### src/hw/du_pkg.sv
// Debug unit shared definitions
`default_nettype none

package du_pkg;

  ////////////////////////////////////////////////////////////////////////////
  // Widths and types
  ////////////////////////////////////////////////////////////////////////////
  localparam int unsigned XLEN            = 32;
  localparam int unsigned DU_ADDR_W       = 8;
  localparam int unsigned MAX_BREAKPOINTS = 8;

  // Exception vector, traps in the low half and interrupts in the high half
  localparam int unsigned EXC_W      = 32;
  localparam int unsigned EXC_TRAP_W = 16;

  typedef logic [XLEN-1:0]      du_word_t;
  typedef logic [DU_ADDR_W-1:0] du_addr_t;

  // Breakpoint conditions, codes 4 to 7 never match
  typedef enum logic [2:0] {
    BP_CC_FETCH    = 3'd0,
    BP_CC_LD_ADR   = 3'd1,
    BP_CC_ST_ADR   = 3'd2,
    BP_CC_LDST_ADR = 3'd3
  } bp_cc_t;

  ////////////////////////////////////////////////////////////////////////////
  // Register map and field positions
  ////////////////////////////////////////////////////////////////////////////
  localparam du_addr_t DU_CTRL     = 8'h00;
  localparam du_addr_t DU_HIT      = 8'h01;
  localparam du_addr_t DU_IE       = 8'h02;
  localparam du_addr_t DU_CAUSE    = 8'h03;
  localparam du_addr_t DU_BPCTRL0  = 8'h10;
  localparam du_addr_t DU_BPDATA0  = 8'h11;

  localparam int unsigned CTRL_STEP_BIT   = 0;
  localparam int unsigned CTRL_BRANCH_BIT = 1;
  localparam int unsigned HIT_STEP_BIT    = 0;
  localparam int unsigned HIT_BRANCH_BIT  = 1;
  localparam int unsigned HIT_BP_LSB      = 4;
  localparam int unsigned BPCTRL_IMPL_BIT = 0;
  localparam int unsigned BPCTRL_EN_BIT   = 1;
  localparam int unsigned BPCTRL_CC_LSB   = 4;
  localparam int unsigned BPCTRL_CC_W     = 3;

  localparam logic [6:0] OPC_BRANCH = 7'b1100011;

  // Breakpoint n occupies a pair of offsets
  function automatic du_addr_t bp_ctrl_addr(int unsigned n);
    return du_addr_t'(DU_BPCTRL0 + 2 * n);
  endfunction

  function automatic du_addr_t bp_data_addr(int unsigned n);
    return du_addr_t'(DU_BPDATA0 + 2 * n);
  endfunction

endpackage

`default_nettype wire

### src/hw/du_reg_if.sv
// Debug register access interface
`default_nettype none

interface du_reg_if #(
  parameter int unsigned ADDR_W = 8,
  parameter int unsigned DATA_W = 32
);

  logic              we;
  logic [ADDR_W-1:0] addr;
  logic [DATA_W-1:0] wdata;
  // Combinational from addr
  logic [DATA_W-1:0] rdata;

  modport bus (
    output we, addr, wdata,
    input  rdata
  );

  modport regs (
    input  we, addr, wdata,
    output rdata
  );

endinterface

`default_nettype wire

### src/hw/du_bus_slave.sv
// Debug port Wishbone slave
`default_nettype none

module du_bus_slave
  import du_pkg::*;
(
  input  logic     clk_i,
  input  logic     rst_ni,
  input  logic     wb_cyc_i,
  input  logic     wb_stb_i,
  input  logic     wb_we_i,
  input  du_addr_t wb_adr_i,
  input  du_word_t wb_dat_i,
  output du_word_t wb_dat_o,
  output logic     wb_ack_o,
  du_reg_if.bus    reg_if
);

  logic access;

  // A held strobe is served every second cycle
  assign access = wb_cyc_i & wb_stb_i & ~wb_ack_o;

  // Write lands on the edge that raises ack
  assign reg_if.we    = access & wb_we_i;
  assign reg_if.addr  = wb_adr_i;
  assign reg_if.wdata = wb_dat_i;

  always_ff @(posedge clk_i or negedge rst_ni)
  begin
    if (!rst_ni)
      wb_ack_o <= 1'b0;
    else
      wb_ack_o <= access;
  end

  // Read data valid while ack is high
  always_ff @(posedge clk_i)
  begin
    if (access)
      wb_dat_o <= reg_if.rdata;
  end

  ack_single_cycle: assert property (
    @(posedge clk_i) disable iff (!rst_ni) wb_ack_o |=> !wb_ack_o
  ) else $error("Wishbone ack held for two cycles");

endmodule

`default_nettype wire

### src/hw/du_regs.sv
// Debug unit register file
`default_nettype none

module du_regs
  import du_pkg::*;
#(
  parameter int unsigned BREAKPOINTS = 3
) (
  input  logic                       clk_i,
  input  logic                       rst_ni,
  input  logic                       step_hit_i,
  input  logic                       branch_hit_i,
  input  logic [MAX_BREAKPOINTS-1:0] bp_hit_i,
  input  logic [EXC_W-1:0]           exc_i,
  input  du_word_t                   cause_i,
  input  logic                       du_flush_i,
  output logic                       ctrl_step_o,
  output logic                       ctrl_branch_o,
  output logic [MAX_BREAKPOINTS-1:0] bp_en_o,
  output bp_cc_t                     bp_cc_o [MAX_BREAKPOINTS],
  output du_word_t                   bp_data_o [MAX_BREAKPOINTS],
  output logic                       hit_any_o,
  output logic [EXC_W-1:0]           du_ie_o,
  du_reg_if.regs                     reg_if
);

  // Hit bits of implemented breakpoints only
  localparam logic [MAX_BREAKPOINTS-1:0] BP_MASK = MAX_BREAKPOINTS'((1 << BREAKPOINTS) - 1);

  logic                       ctrl_step_q, ctrl_branch_q;
  logic                       hit_step_q, hit_branch_q;
  logic [MAX_BREAKPOINTS-1:0] hit_bp_q;
  logic [EXC_W-1:0]           ie_q;
  du_word_t                   cause_q;
  logic [MAX_BREAKPOINTS-1:0] bp_en_q;
  bp_cc_t                     bp_cc_q [MAX_BREAKPOINTS];
  du_word_t                   bp_data_q [MAX_BREAKPOINTS];
  logic                       wr_ctrl, wr_hit, wr_ie, wr_cause;
  du_word_t                   rdata_c;

  assign wr_ctrl  = reg_if.we && reg_if.addr == DU_CTRL;
  assign wr_hit   = reg_if.we && reg_if.addr == DU_HIT;
  assign wr_ie    = reg_if.we && reg_if.addr == DU_IE;
  assign wr_cause = reg_if.we && reg_if.addr == DU_CAUSE;

  ////////////////////////////////////////////////////////////////////////////
  // Control, hit, enable and cause
  ////////////////////////////////////////////////////////////////////////////
  always_ff @(posedge clk_i or negedge rst_ni)
  begin
    if (!rst_ni)
    begin
      ctrl_step_q   <= 1'b0;
      ctrl_branch_q <= 1'b0;
      hit_step_q    <= 1'b0;
      hit_branch_q  <= 1'b0;
      hit_bp_q      <= '0;
      ie_q          <= '0;
      cause_q       <= '0;
    end
    else
    begin
      if (wr_ctrl)
      begin
        ctrl_step_q   <= reg_if.wdata[CTRL_STEP_BIT];
        ctrl_branch_q <= reg_if.wdata[CTRL_BRANCH_BIT];
      end
      // Sticky hits, a bus write wins over new events
      if (wr_hit)
      begin
        hit_step_q   <= reg_if.wdata[HIT_STEP_BIT];
        hit_branch_q <= reg_if.wdata[HIT_BRANCH_BIT];
        hit_bp_q     <= reg_if.wdata[HIT_BP_LSB +: MAX_BREAKPOINTS] & BP_MASK;
      end
      else
      begin
        hit_step_q   <= hit_step_q | step_hit_i;
        hit_branch_q <= hit_branch_q | branch_hit_i;
        hit_bp_q     <= hit_bp_q | bp_hit_i;
      end
      if (wr_ie)
        ie_q <= reg_if.wdata[EXC_W-1:0];
      if (wr_cause)
        cause_q <= reg_if.wdata;
      else if (du_flush_i && exc_i == '0)
        cause_q <= '0;
      else if (exc_i != '0)
        cause_q <= cause_i;
    end
  end

  ////////////////////////////////////////////////////////////////////////////
  // Breakpoint control and data
  ////////////////////////////////////////////////////////////////////////////
  always_ff @(posedge clk_i or negedge rst_ni)
  begin
    if (!rst_ni)
    begin
      for (int unsigned n = 0; n < MAX_BREAKPOINTS; n++)
      begin
        bp_en_q[n]   <= 1'b0;
        bp_cc_q[n]   <= BP_CC_FETCH;
        bp_data_q[n] <= '0;
      end
    end
    else
    begin
      // Unimplemented slots ignore writes and stay zero
      for (int unsigned n = 0; n < BREAKPOINTS; n++)
      begin
        if (reg_if.we && reg_if.addr == bp_ctrl_addr(n))
        begin
          bp_en_q[n] <= reg_if.wdata[BPCTRL_EN_BIT];
          bp_cc_q[n] <= bp_cc_t'(reg_if.wdata[BPCTRL_CC_LSB +: BPCTRL_CC_W]);
        end
        if (reg_if.we && reg_if.addr == bp_data_addr(n))
          bp_data_q[n] <= reg_if.wdata;
      end
    end
  end

  // Read multiplexer
  always_comb
  begin
    rdata_c = '0;
    case (reg_if.addr)
      DU_CTRL:
      begin
        rdata_c[CTRL_STEP_BIT]   = ctrl_step_q;
        rdata_c[CTRL_BRANCH_BIT] = ctrl_branch_q;
      end
      DU_HIT:
      begin
        rdata_c[HIT_STEP_BIT]                   = hit_step_q;
        rdata_c[HIT_BRANCH_BIT]                 = hit_branch_q;
        rdata_c[HIT_BP_LSB +: MAX_BREAKPOINTS]  = hit_bp_q;
      end
      DU_IE:    rdata_c = du_word_t'(ie_q);
      DU_CAUSE: rdata_c = cause_q;
      default:  rdata_c = '0;
    endcase
    for (int unsigned n = 0; n < BREAKPOINTS; n++)
    begin
      if (reg_if.addr == bp_ctrl_addr(n))
      begin
        rdata_c[BPCTRL_IMPL_BIT]                    = 1'b1;
        rdata_c[BPCTRL_EN_BIT]                      = bp_en_q[n];
        rdata_c[BPCTRL_CC_LSB +: BPCTRL_CC_W]       = bp_cc_q[n];
      end
      if (reg_if.addr == bp_data_addr(n))
        rdata_c = bp_data_q[n];
    end
  end

  assign reg_if.rdata  = rdata_c;
  assign ctrl_step_o   = ctrl_step_q;
  assign ctrl_branch_o = ctrl_branch_q;
  assign bp_en_o       = bp_en_q;
  assign bp_cc_o       = bp_cc_q;
  assign bp_data_o     = bp_data_q;
  assign hit_any_o     = hit_step_q | hit_branch_q | (|hit_bp_q);
  assign du_ie_o       = ie_q;

  no_unimplemented_hit: assert property (
    @(posedge clk_i) disable iff (!rst_ni) (hit_bp_q & ~BP_MASK) == '0
  ) else $error("Hit bit set for an unimplemented breakpoint");

endmodule

`default_nettype wire

### src/hw/du_bp_match.sv
// Breakpoint and break condition detection
`default_nettype none

module du_bp_match
  import du_pkg::*;
#(
  parameter int unsigned BREAKPOINTS = 3
) (
  input  logic                       ctrl_step_i,
  input  logic                       ctrl_branch_i,
  input  logic [MAX_BREAKPOINTS-1:0] bp_en_i,
  input  bp_cc_t                     bp_cc_i [MAX_BREAKPOINTS],
  input  du_word_t                   bp_data_i [MAX_BREAKPOINTS],
  input  logic                       fetch_valid_i,
  input  du_word_t                   if_insn_i,
  input  logic                       pd_valid_i,
  input  du_word_t                   pd_pc_i,
  input  logic                       mem_valid_i,
  input  logic                       mem_we_i,
  input  du_word_t                   mem_adr_i,
  input  logic                       flush_i,
  output logic                       step_hit_o,
  output logic                       branch_hit_o,
  output logic [MAX_BREAKPOINTS-1:0] bp_hit_o
);

  assign step_hit_o   = ctrl_step_i & fetch_valid_i;
  assign branch_hit_o = ctrl_branch_i & fetch_valid_i & (if_insn_i[6:0] == OPC_BRANCH);

  always_comb
  begin
    bp_hit_o = '0;
    for (int unsigned n = 0; n < BREAKPOINTS; n++)
    begin
      if (bp_en_i[n])
      begin
        case (bp_cc_i[n])
          // Fetch match is lost when the pipeline flushes
          BP_CC_FETCH:    bp_hit_o[n] = pd_valid_i & ~flush_i & (pd_pc_i == bp_data_i[n]);
          BP_CC_LD_ADR:   bp_hit_o[n] = mem_valid_i & ~mem_we_i & (mem_adr_i == bp_data_i[n]);
          BP_CC_ST_ADR:   bp_hit_o[n] = mem_valid_i & mem_we_i & (mem_adr_i == bp_data_i[n]);
          BP_CC_LDST_ADR: bp_hit_o[n] = mem_valid_i & (mem_adr_i == bp_data_i[n]);
          default:        bp_hit_o[n] = 1'b0;
        endcase
      end
    end
  end

endmodule

`default_nettype wire

### src/hw/du_cause_enc.sv
// Exception cause encoder
`default_nettype none

module du_cause_enc
  import du_pkg::*;
(
  input  logic [EXC_W-1:0] exc_i,
  output du_word_t         cause_o
);

  // Lowest set bit wins, traps before interrupts
  always_comb
  begin
    cause_o = '0;
    if (|exc_i[EXC_TRAP_W-1:0])
    begin
      for (int i = EXC_TRAP_W - 1; i >= 0; i--)
        if (exc_i[i])
          cause_o = du_word_t'(i);
    end
    else if (|exc_i[EXC_W-1:EXC_TRAP_W])
    begin
      for (int i = EXC_W - 1; i >= EXC_TRAP_W; i--)
        if (exc_i[i])
          cause_o = du_word_t'(i - EXC_TRAP_W);
      // Interrupt flag
      cause_o[XLEN-1] = 1'b1;
    end
  end

  // Cause must name a bit that is actually set
  always_comb
  begin
    if (exc_i != '0)
      assert (exc_i[cause_o[XLEN-1] ? EXC_TRAP_W + cause_o[3:0] : cause_o[3:0]])
        else $error("Cause does not point at a set exception bit");
  end

endmodule

`default_nettype wire

### src/hw/du_halt_ctrl.sv
// Debug halt and resume control
`default_nettype none

module du_halt_ctrl
  import du_pkg::*;
(
  input  logic             clk_i,
  input  logic             rst_ni,
  input  logic             dbg_stall_i,
  input  logic             flush_i,
  input  logic             hit_any_i,
  input  logic [EXC_W-1:0] exc_i,
  output logic             dbg_bp_o,
  output logic             du_stall_o,
  output logic             du_stall_if_o,
  output logic             du_flush_o
);

  logic stall_dly_q;

  always_ff @(posedge clk_i or negedge rst_ni)
  begin
    if (!rst_ni)
      stall_dly_q <= 1'b0;
    else
      stall_dly_q <= dbg_stall_i;
  end

  // Flush once on leaving debug, memory may have been changed
  assign du_flush_o    = ~dbg_stall_i & stall_dly_q;
  assign du_stall_o    = dbg_stall_i;
  assign du_stall_if_o = dbg_stall_i | hit_any_i;

  always_ff @(posedge clk_i or negedge rst_ni)
  begin
    if (!rst_ni)
      dbg_bp_o <= 1'b0;
    else
      dbg_bp_o <= (hit_any_i | (|exc_i)) & ~flush_i & ~du_flush_o;
  end

endmodule

`default_nettype wire

### src/hw/du_top.sv
// Debug unit top level
`default_nettype none

module du_top
  import du_pkg::*;
#(
  parameter int unsigned BREAKPOINTS = 3
) (
  input  logic             clk_i,
  input  logic             rst_ni,
  // Wishbone debug port
  input  logic             wb_cyc_i,
  input  logic             wb_stb_i,
  input  logic             wb_we_i,
  input  du_addr_t         wb_adr_i,
  input  du_word_t         wb_dat_i,
  output du_word_t         wb_dat_o,
  output logic             wb_ack_o,
  // CPU side
  input  logic             dbg_stall_i,
  input  logic             flush_i,
  input  logic             fetch_valid_i,
  input  du_word_t         if_insn_i,
  input  logic             pd_valid_i,
  input  du_word_t         pd_pc_i,
  input  logic             mem_valid_i,
  input  logic             mem_we_i,
  input  du_word_t         mem_adr_i,
  input  logic [EXC_W-1:0] exc_i,
  output logic             dbg_bp_o,
  output logic             du_stall_o,
  output logic             du_stall_if_o,
  output logic             du_flush_o,
  output logic [EXC_W-1:0] du_ie_o
);

  logic                       ctrl_step, ctrl_branch;
  logic                       step_hit, branch_hit, hit_any;
  logic [MAX_BREAKPOINTS-1:0] bp_en, bp_hit;
  bp_cc_t                     bp_cc [MAX_BREAKPOINTS];
  du_word_t                   bp_data [MAX_BREAKPOINTS];
  du_word_t                   cause;

  du_reg_if #(.ADDR_W(DU_ADDR_W), .DATA_W(XLEN)) u_reg_if ();

  du_bus_slave u_bus_slave (
    .clk_i, .rst_ni,
    .wb_cyc_i, .wb_stb_i, .wb_we_i, .wb_adr_i, .wb_dat_i,
    .wb_dat_o, .wb_ack_o,
    .reg_if   (u_reg_if.bus)
  );

  du_regs #(.BREAKPOINTS(BREAKPOINTS)) u_regs (
    .clk_i, .rst_ni,
    .step_hit_i    (step_hit),
    .branch_hit_i  (branch_hit),
    .bp_hit_i      (bp_hit),
    .exc_i,
    .cause_i       (cause),
    .du_flush_i    (du_flush_o),
    .ctrl_step_o   (ctrl_step),
    .ctrl_branch_o (ctrl_branch),
    .bp_en_o       (bp_en),
    .bp_cc_o       (bp_cc),
    .bp_data_o     (bp_data),
    .hit_any_o     (hit_any),
    .du_ie_o,
    .reg_if        (u_reg_if.regs)
  );

  du_bp_match #(.BREAKPOINTS(BREAKPOINTS)) u_bp_match (
    .ctrl_step_i   (ctrl_step),
    .ctrl_branch_i (ctrl_branch),
    .bp_en_i       (bp_en),
    .bp_cc_i       (bp_cc),
    .bp_data_i     (bp_data),
    .fetch_valid_i, .if_insn_i, .pd_valid_i, .pd_pc_i,
    .mem_valid_i, .mem_we_i, .mem_adr_i, .flush_i,
    .step_hit_o    (step_hit),
    .branch_hit_o  (branch_hit),
    .bp_hit_o      (bp_hit)
  );

  du_cause_enc u_cause_enc (
    .exc_i,
    .cause_o (cause)
  );

  du_halt_ctrl u_halt_ctrl (
    .clk_i, .rst_ni, .dbg_stall_i, .flush_i,
    .hit_any_i (hit_any),
    .exc_i,
    .dbg_bp_o, .du_stall_o, .du_stall_if_o, .du_flush_o
  );

endmodule

`default_nettype wire

### config.mk
export PLATFORM = sky130hd
export DESIGN_NAME = du_top
export DESIGN_NICKNAME = d
export VERILOG_FILES = /design/src/hw/du_pkg.sv /design/src/hw/du_reg_if.sv /design/src/hw/du_bus_slave.sv /design/src/hw/du_regs.sv /design/src/hw/du_bp_match.sv /design/src/hw/du_cause_enc.sv /design/src/hw/du_halt_ctrl.sv /design/src/hw/du_top.sv
export SDC_FILE = /design/constraint.sdc
export NUM_CORES = 1
export LEC_CHECK = 0
export BUFFER_PORTS_ARGS = -buffer_cell sky130_fd_sc_hd__clkbuf_2
export CORE_MARGIN = 2
export CORE_UTILIZATION = 35
export CTS_CLUSTER_DIAMETER = 200
export CTS_CLUSTER_SIZE = 14
export DETAILED_ROUTE_END_ITERATION = 7
export SKIP_CTS_REPAIR_TIMING = 1
export SLEW_MARGIN = 30
export SYNTH_ARGS = -nofsm -noshare
export SYNTH_HDL_FRONTEND = slang
export SYNTH_SLANG_ARGS = --single-unit
### constraint.sdc
create_clock -name clk_i -period 3.3 [get_ports clk_i]
set_input_delay 0.66 -clock clk_i [delete_from_list [all_inputs] [get_ports clk_i]]
set_output_delay 0.66 -clock clk_i [all_outputs]
set_load 0.01 [all_outputs]
==> results by group <==
Timing
  – Final setup vio count: 0
  – Tcrit/Tclk final: 80.2%
  – Worst Clk Skew: 0.0231 ns
  – Setup TNS: 0 ns
  – Hold Fails Final Rpt: 0
  – Peak Freq: ~380 MHz
  – RSZ-0062 raised after global routing: no
  – Normalized max-slew margin: around two fifths
  – Fin crit period: 2.65 ns
  – Pins Over Slew Limit: 0
  – Worst-margin pin slew: 0.888 ns
  – Final setup margin: 0.652 ns

Die
  – Core area: about 0.033 mm^2
  – Die height: about 190 um
  – Die Area: around 0.035 mm^2
  – Total I/O pin count: between 200 and 250
  – Die Wd: 187 um
  – Row count: 67
  – Starting Density: between 30% and 40%

Worst setup path
  – CP max FO: 3
  – Kind of start point of the critical path: flip-flop
  – Worst Setup End Kind: output port
  – Req. time, crit path: 2.64 ns
  – WS Path Type: flip-flop to output port
  – CP arrival: between 1.5 and 2 ns

Layout
  – Layout filler cell count: around 3.3k
  – Post-route cell area: 0.0140 mm^2
  – Post-Route Utilization: approximately two fifths
  – Most common cell after layout, fill and taps aside: clkbuf_2
  – Footprint of the multi-input gates: between 0.005 and 0.006 mm^2
  – Cell Count, Final, Fillers Out: about 1.7k
  – Register area: about 0.0055 mm^2
  – Area grow syn2layout: 19.1%
  – Layout cell share with drive strength beyond 1: between 30% and 40%
  – Nets: roughly 1.5k
  – Commonest non-fill, non-tap cells in the layout: clkbuf_2 (221), dfrtp_1 (182), xor2_1 (158), mux2_2 (113), nand2_1 (65)

Place
  – RePlAce Congestion: approximately 1
  – PortBufs: about 220
  – Placed Cells: approximately 1.7k
  – Dpl ws: roughly 0.44 ns
  – Post-DP Area: ~0.013 mm^2
  – Detailed placement HPWL: 32100 um

Detailed routing
  – Vias: roughly 9.5k
  – Iter 0 DRT Violations: ~670
  – Via/cell ratio: 5.47
  – WL final: slightly above 40000 um
  – WL per Instance: 23.7 um
  – Antenna viol nets, final: 0
  – First-pass DRT Iterations: 5
  – DRC: 0

Global routing
  – Largest net degree at the start of global routing: 63
  – Overflow after GRT: 0
  – Initial antenna violation count: 8
  – Global Route Usage Sum: roughly a quarter
  – Vias in the first global route: 9477
  – First-pass GRT wire length: roughly 60000 um

CTS
  – Clock transition at path regs: ~0.070 ns
  – Number of buffers on the longest clock path: 3
  – CTS tree: built
  – CTS Root Cell: clkbuf_16
  – Clock sink count: 214
  – CTS Buf Count: 19
  – Clk_lat worst skew: around 0.52 ns
  – CTS HTree Levels: 1

Synth
  – Synth Cell Area: around 0.012 mm^2
  – Per-instance average area after synthesis: roughly 11 um^2
  – Top post-synthesis cells by area: dfrtp_1 (39%), xor2_1 (12%), mux2_2 (11%)
  – Top cell type's share of synthesized area: about two fifths
  – Synth cell types: 57
  – YS warnings: 0
  – Synth area leader: dfrtp_1
  – EDFF count, synth: 32
  – #FFs+latches synth: 214
  – FFs w/ async S/R, synth: 85.0%
  – Register area share after synthesis: between 40% and 50%
  – Top FF cell, synth: dfrtp_1
  – Mapped Cells: roughly 1.1k
  – Net count after synthesis: about 1.2k

Pwr
  – P_leak: between 6 and 7 nW
  – Worst IR Drop VDD: 0.254 mV
  – Pwr dens: slightly below 400 mW/mm^2

Min path
  – Hold Crit Class: input port to async pin

Status
  – Status: finished clean

Run
  – MaxCap Viol Count: 0
[metrics by stage]
step	power, mW	hold WS (ns)
after floorplan	3.00	0.364
after global placement	3.34	0.479
after detailed placement	3.35	0.485
after CTS	5.42	0.185
after global routing	5.56	0.221
final	5.37	0.157
[area by class of cell]
class                           instances  area share (%)
Clock inverter                          2           0.143
Tap cell                              448            4.01
Timing Repair Buffer                  249            9.81
Multi-Input combinational cell        782            42.6
Sequential cell                       214            39.5
Antenna cell                            4          0.0716
Clock buffer                           27            3.62
Inverter                                9           0.242
[state kept, by name (all words and copies together), names as in the netlist, 3 cells and up]
name / cells
u_bus_slave.wb_dat_o: 32
u_regs.bp_cc_o: 9
u_regs.bp_data_o: 96
u_regs.bp_en_o: 3
u_regs.cause_q: 32
u_regs.du_ie_o: 32
u_regs.hit_bp_q: 3
[final timing paths]
path	startpoint	end	slack (ns)	cells after the start
max in group asynchronous	rst_ni	u_regs.du_ie_o[14]$_DFFE_PN0P_	2.34	2
worst min register to register	u_regs.cause_q[15]$_DFFE_PN0P_	u_regs.cause_q[15]$_DFFE_PN0P_	0.50	2
min in group clk_i	dbg_stall_i	u_halt_ctrl.stall_dly_q$_DFF_PN0_	0.29	1
worst max register to register	u_regs.bp_data_o[220]$_DFFE_PN0P_	u_regs.hit_bp_q[1]$_DFF_PN0_	1.04	6
worst max-delay path	u_regs.hit_bp_q[1]$_DFF_PN0_	du_stall_if_o	0.65	3
worst min-delay path	rst_ni	u_regs.du_ie_o[31]$_DFFE_PN0P_	0.16	1
[worst max-delay path: stages (launching register included)]
cell and delay, ns:
dfrtp_1 0.41, or4_1 0.60, or3_1 0.33, clkbuf_2 0.13
[cells in the mapped netlist (all sizes together), types with 3 or more instances]
master and count:
dfrtp 182, xor2 158, mux2 144, nand2 68, nor2 64, a22oi 60, nor4 50, xnor2 34
a31oi 32, edfxtp 32, nand3 32, buf 27, clkbuf 23, a21oi 18, nor3 17, nand4 14
nand2b 10, inv 9, o21ai 8, a221oi 7, a2111oi 5, a211oi 5, mux2i 5, nand3b 5
a41oi 4, and2 4, nor2b 4, o31ai 4, and3 3, o311ai 3, or3 3
[power by group]
part           switching (mW)  internal (mW)
registers              0.0397           2.71
logic                   0.342          0.202
clock network            1.01           1.07
total                    1.39           3.99
[logic make-up (layout without fill, tap and decap cells)]
logic type,count (synthesis),count (layout),synth area share (%)
AND/OR/NAND/NOR,280,280,12.3
flip-flops,214,214,47.0
XOR/XNOR,192,192,14.3
AO/OA/AOI/OAI,161,161,9.71
multiplexers,149,149,14.2
buffers and inverters,59,287,2.45
other,0,4,0
[routing by layer]
| metal | part of all wire (%) | GRT usage, % | vias to the layer above |
|---|---|---|---|
| met1 | 44 | 32.2 | 4839 |
| met2 | 48 | 39.1 | 264 |
| met5 | 0.12 | 0 | - |
| li1 | - | - | 4327 |
| met4 | 1.3 | 4.06 | 8 |
| met3 | 6.1 | 3.92 | 50 |
Note: power is estimated with default switching activity, not from simulation.
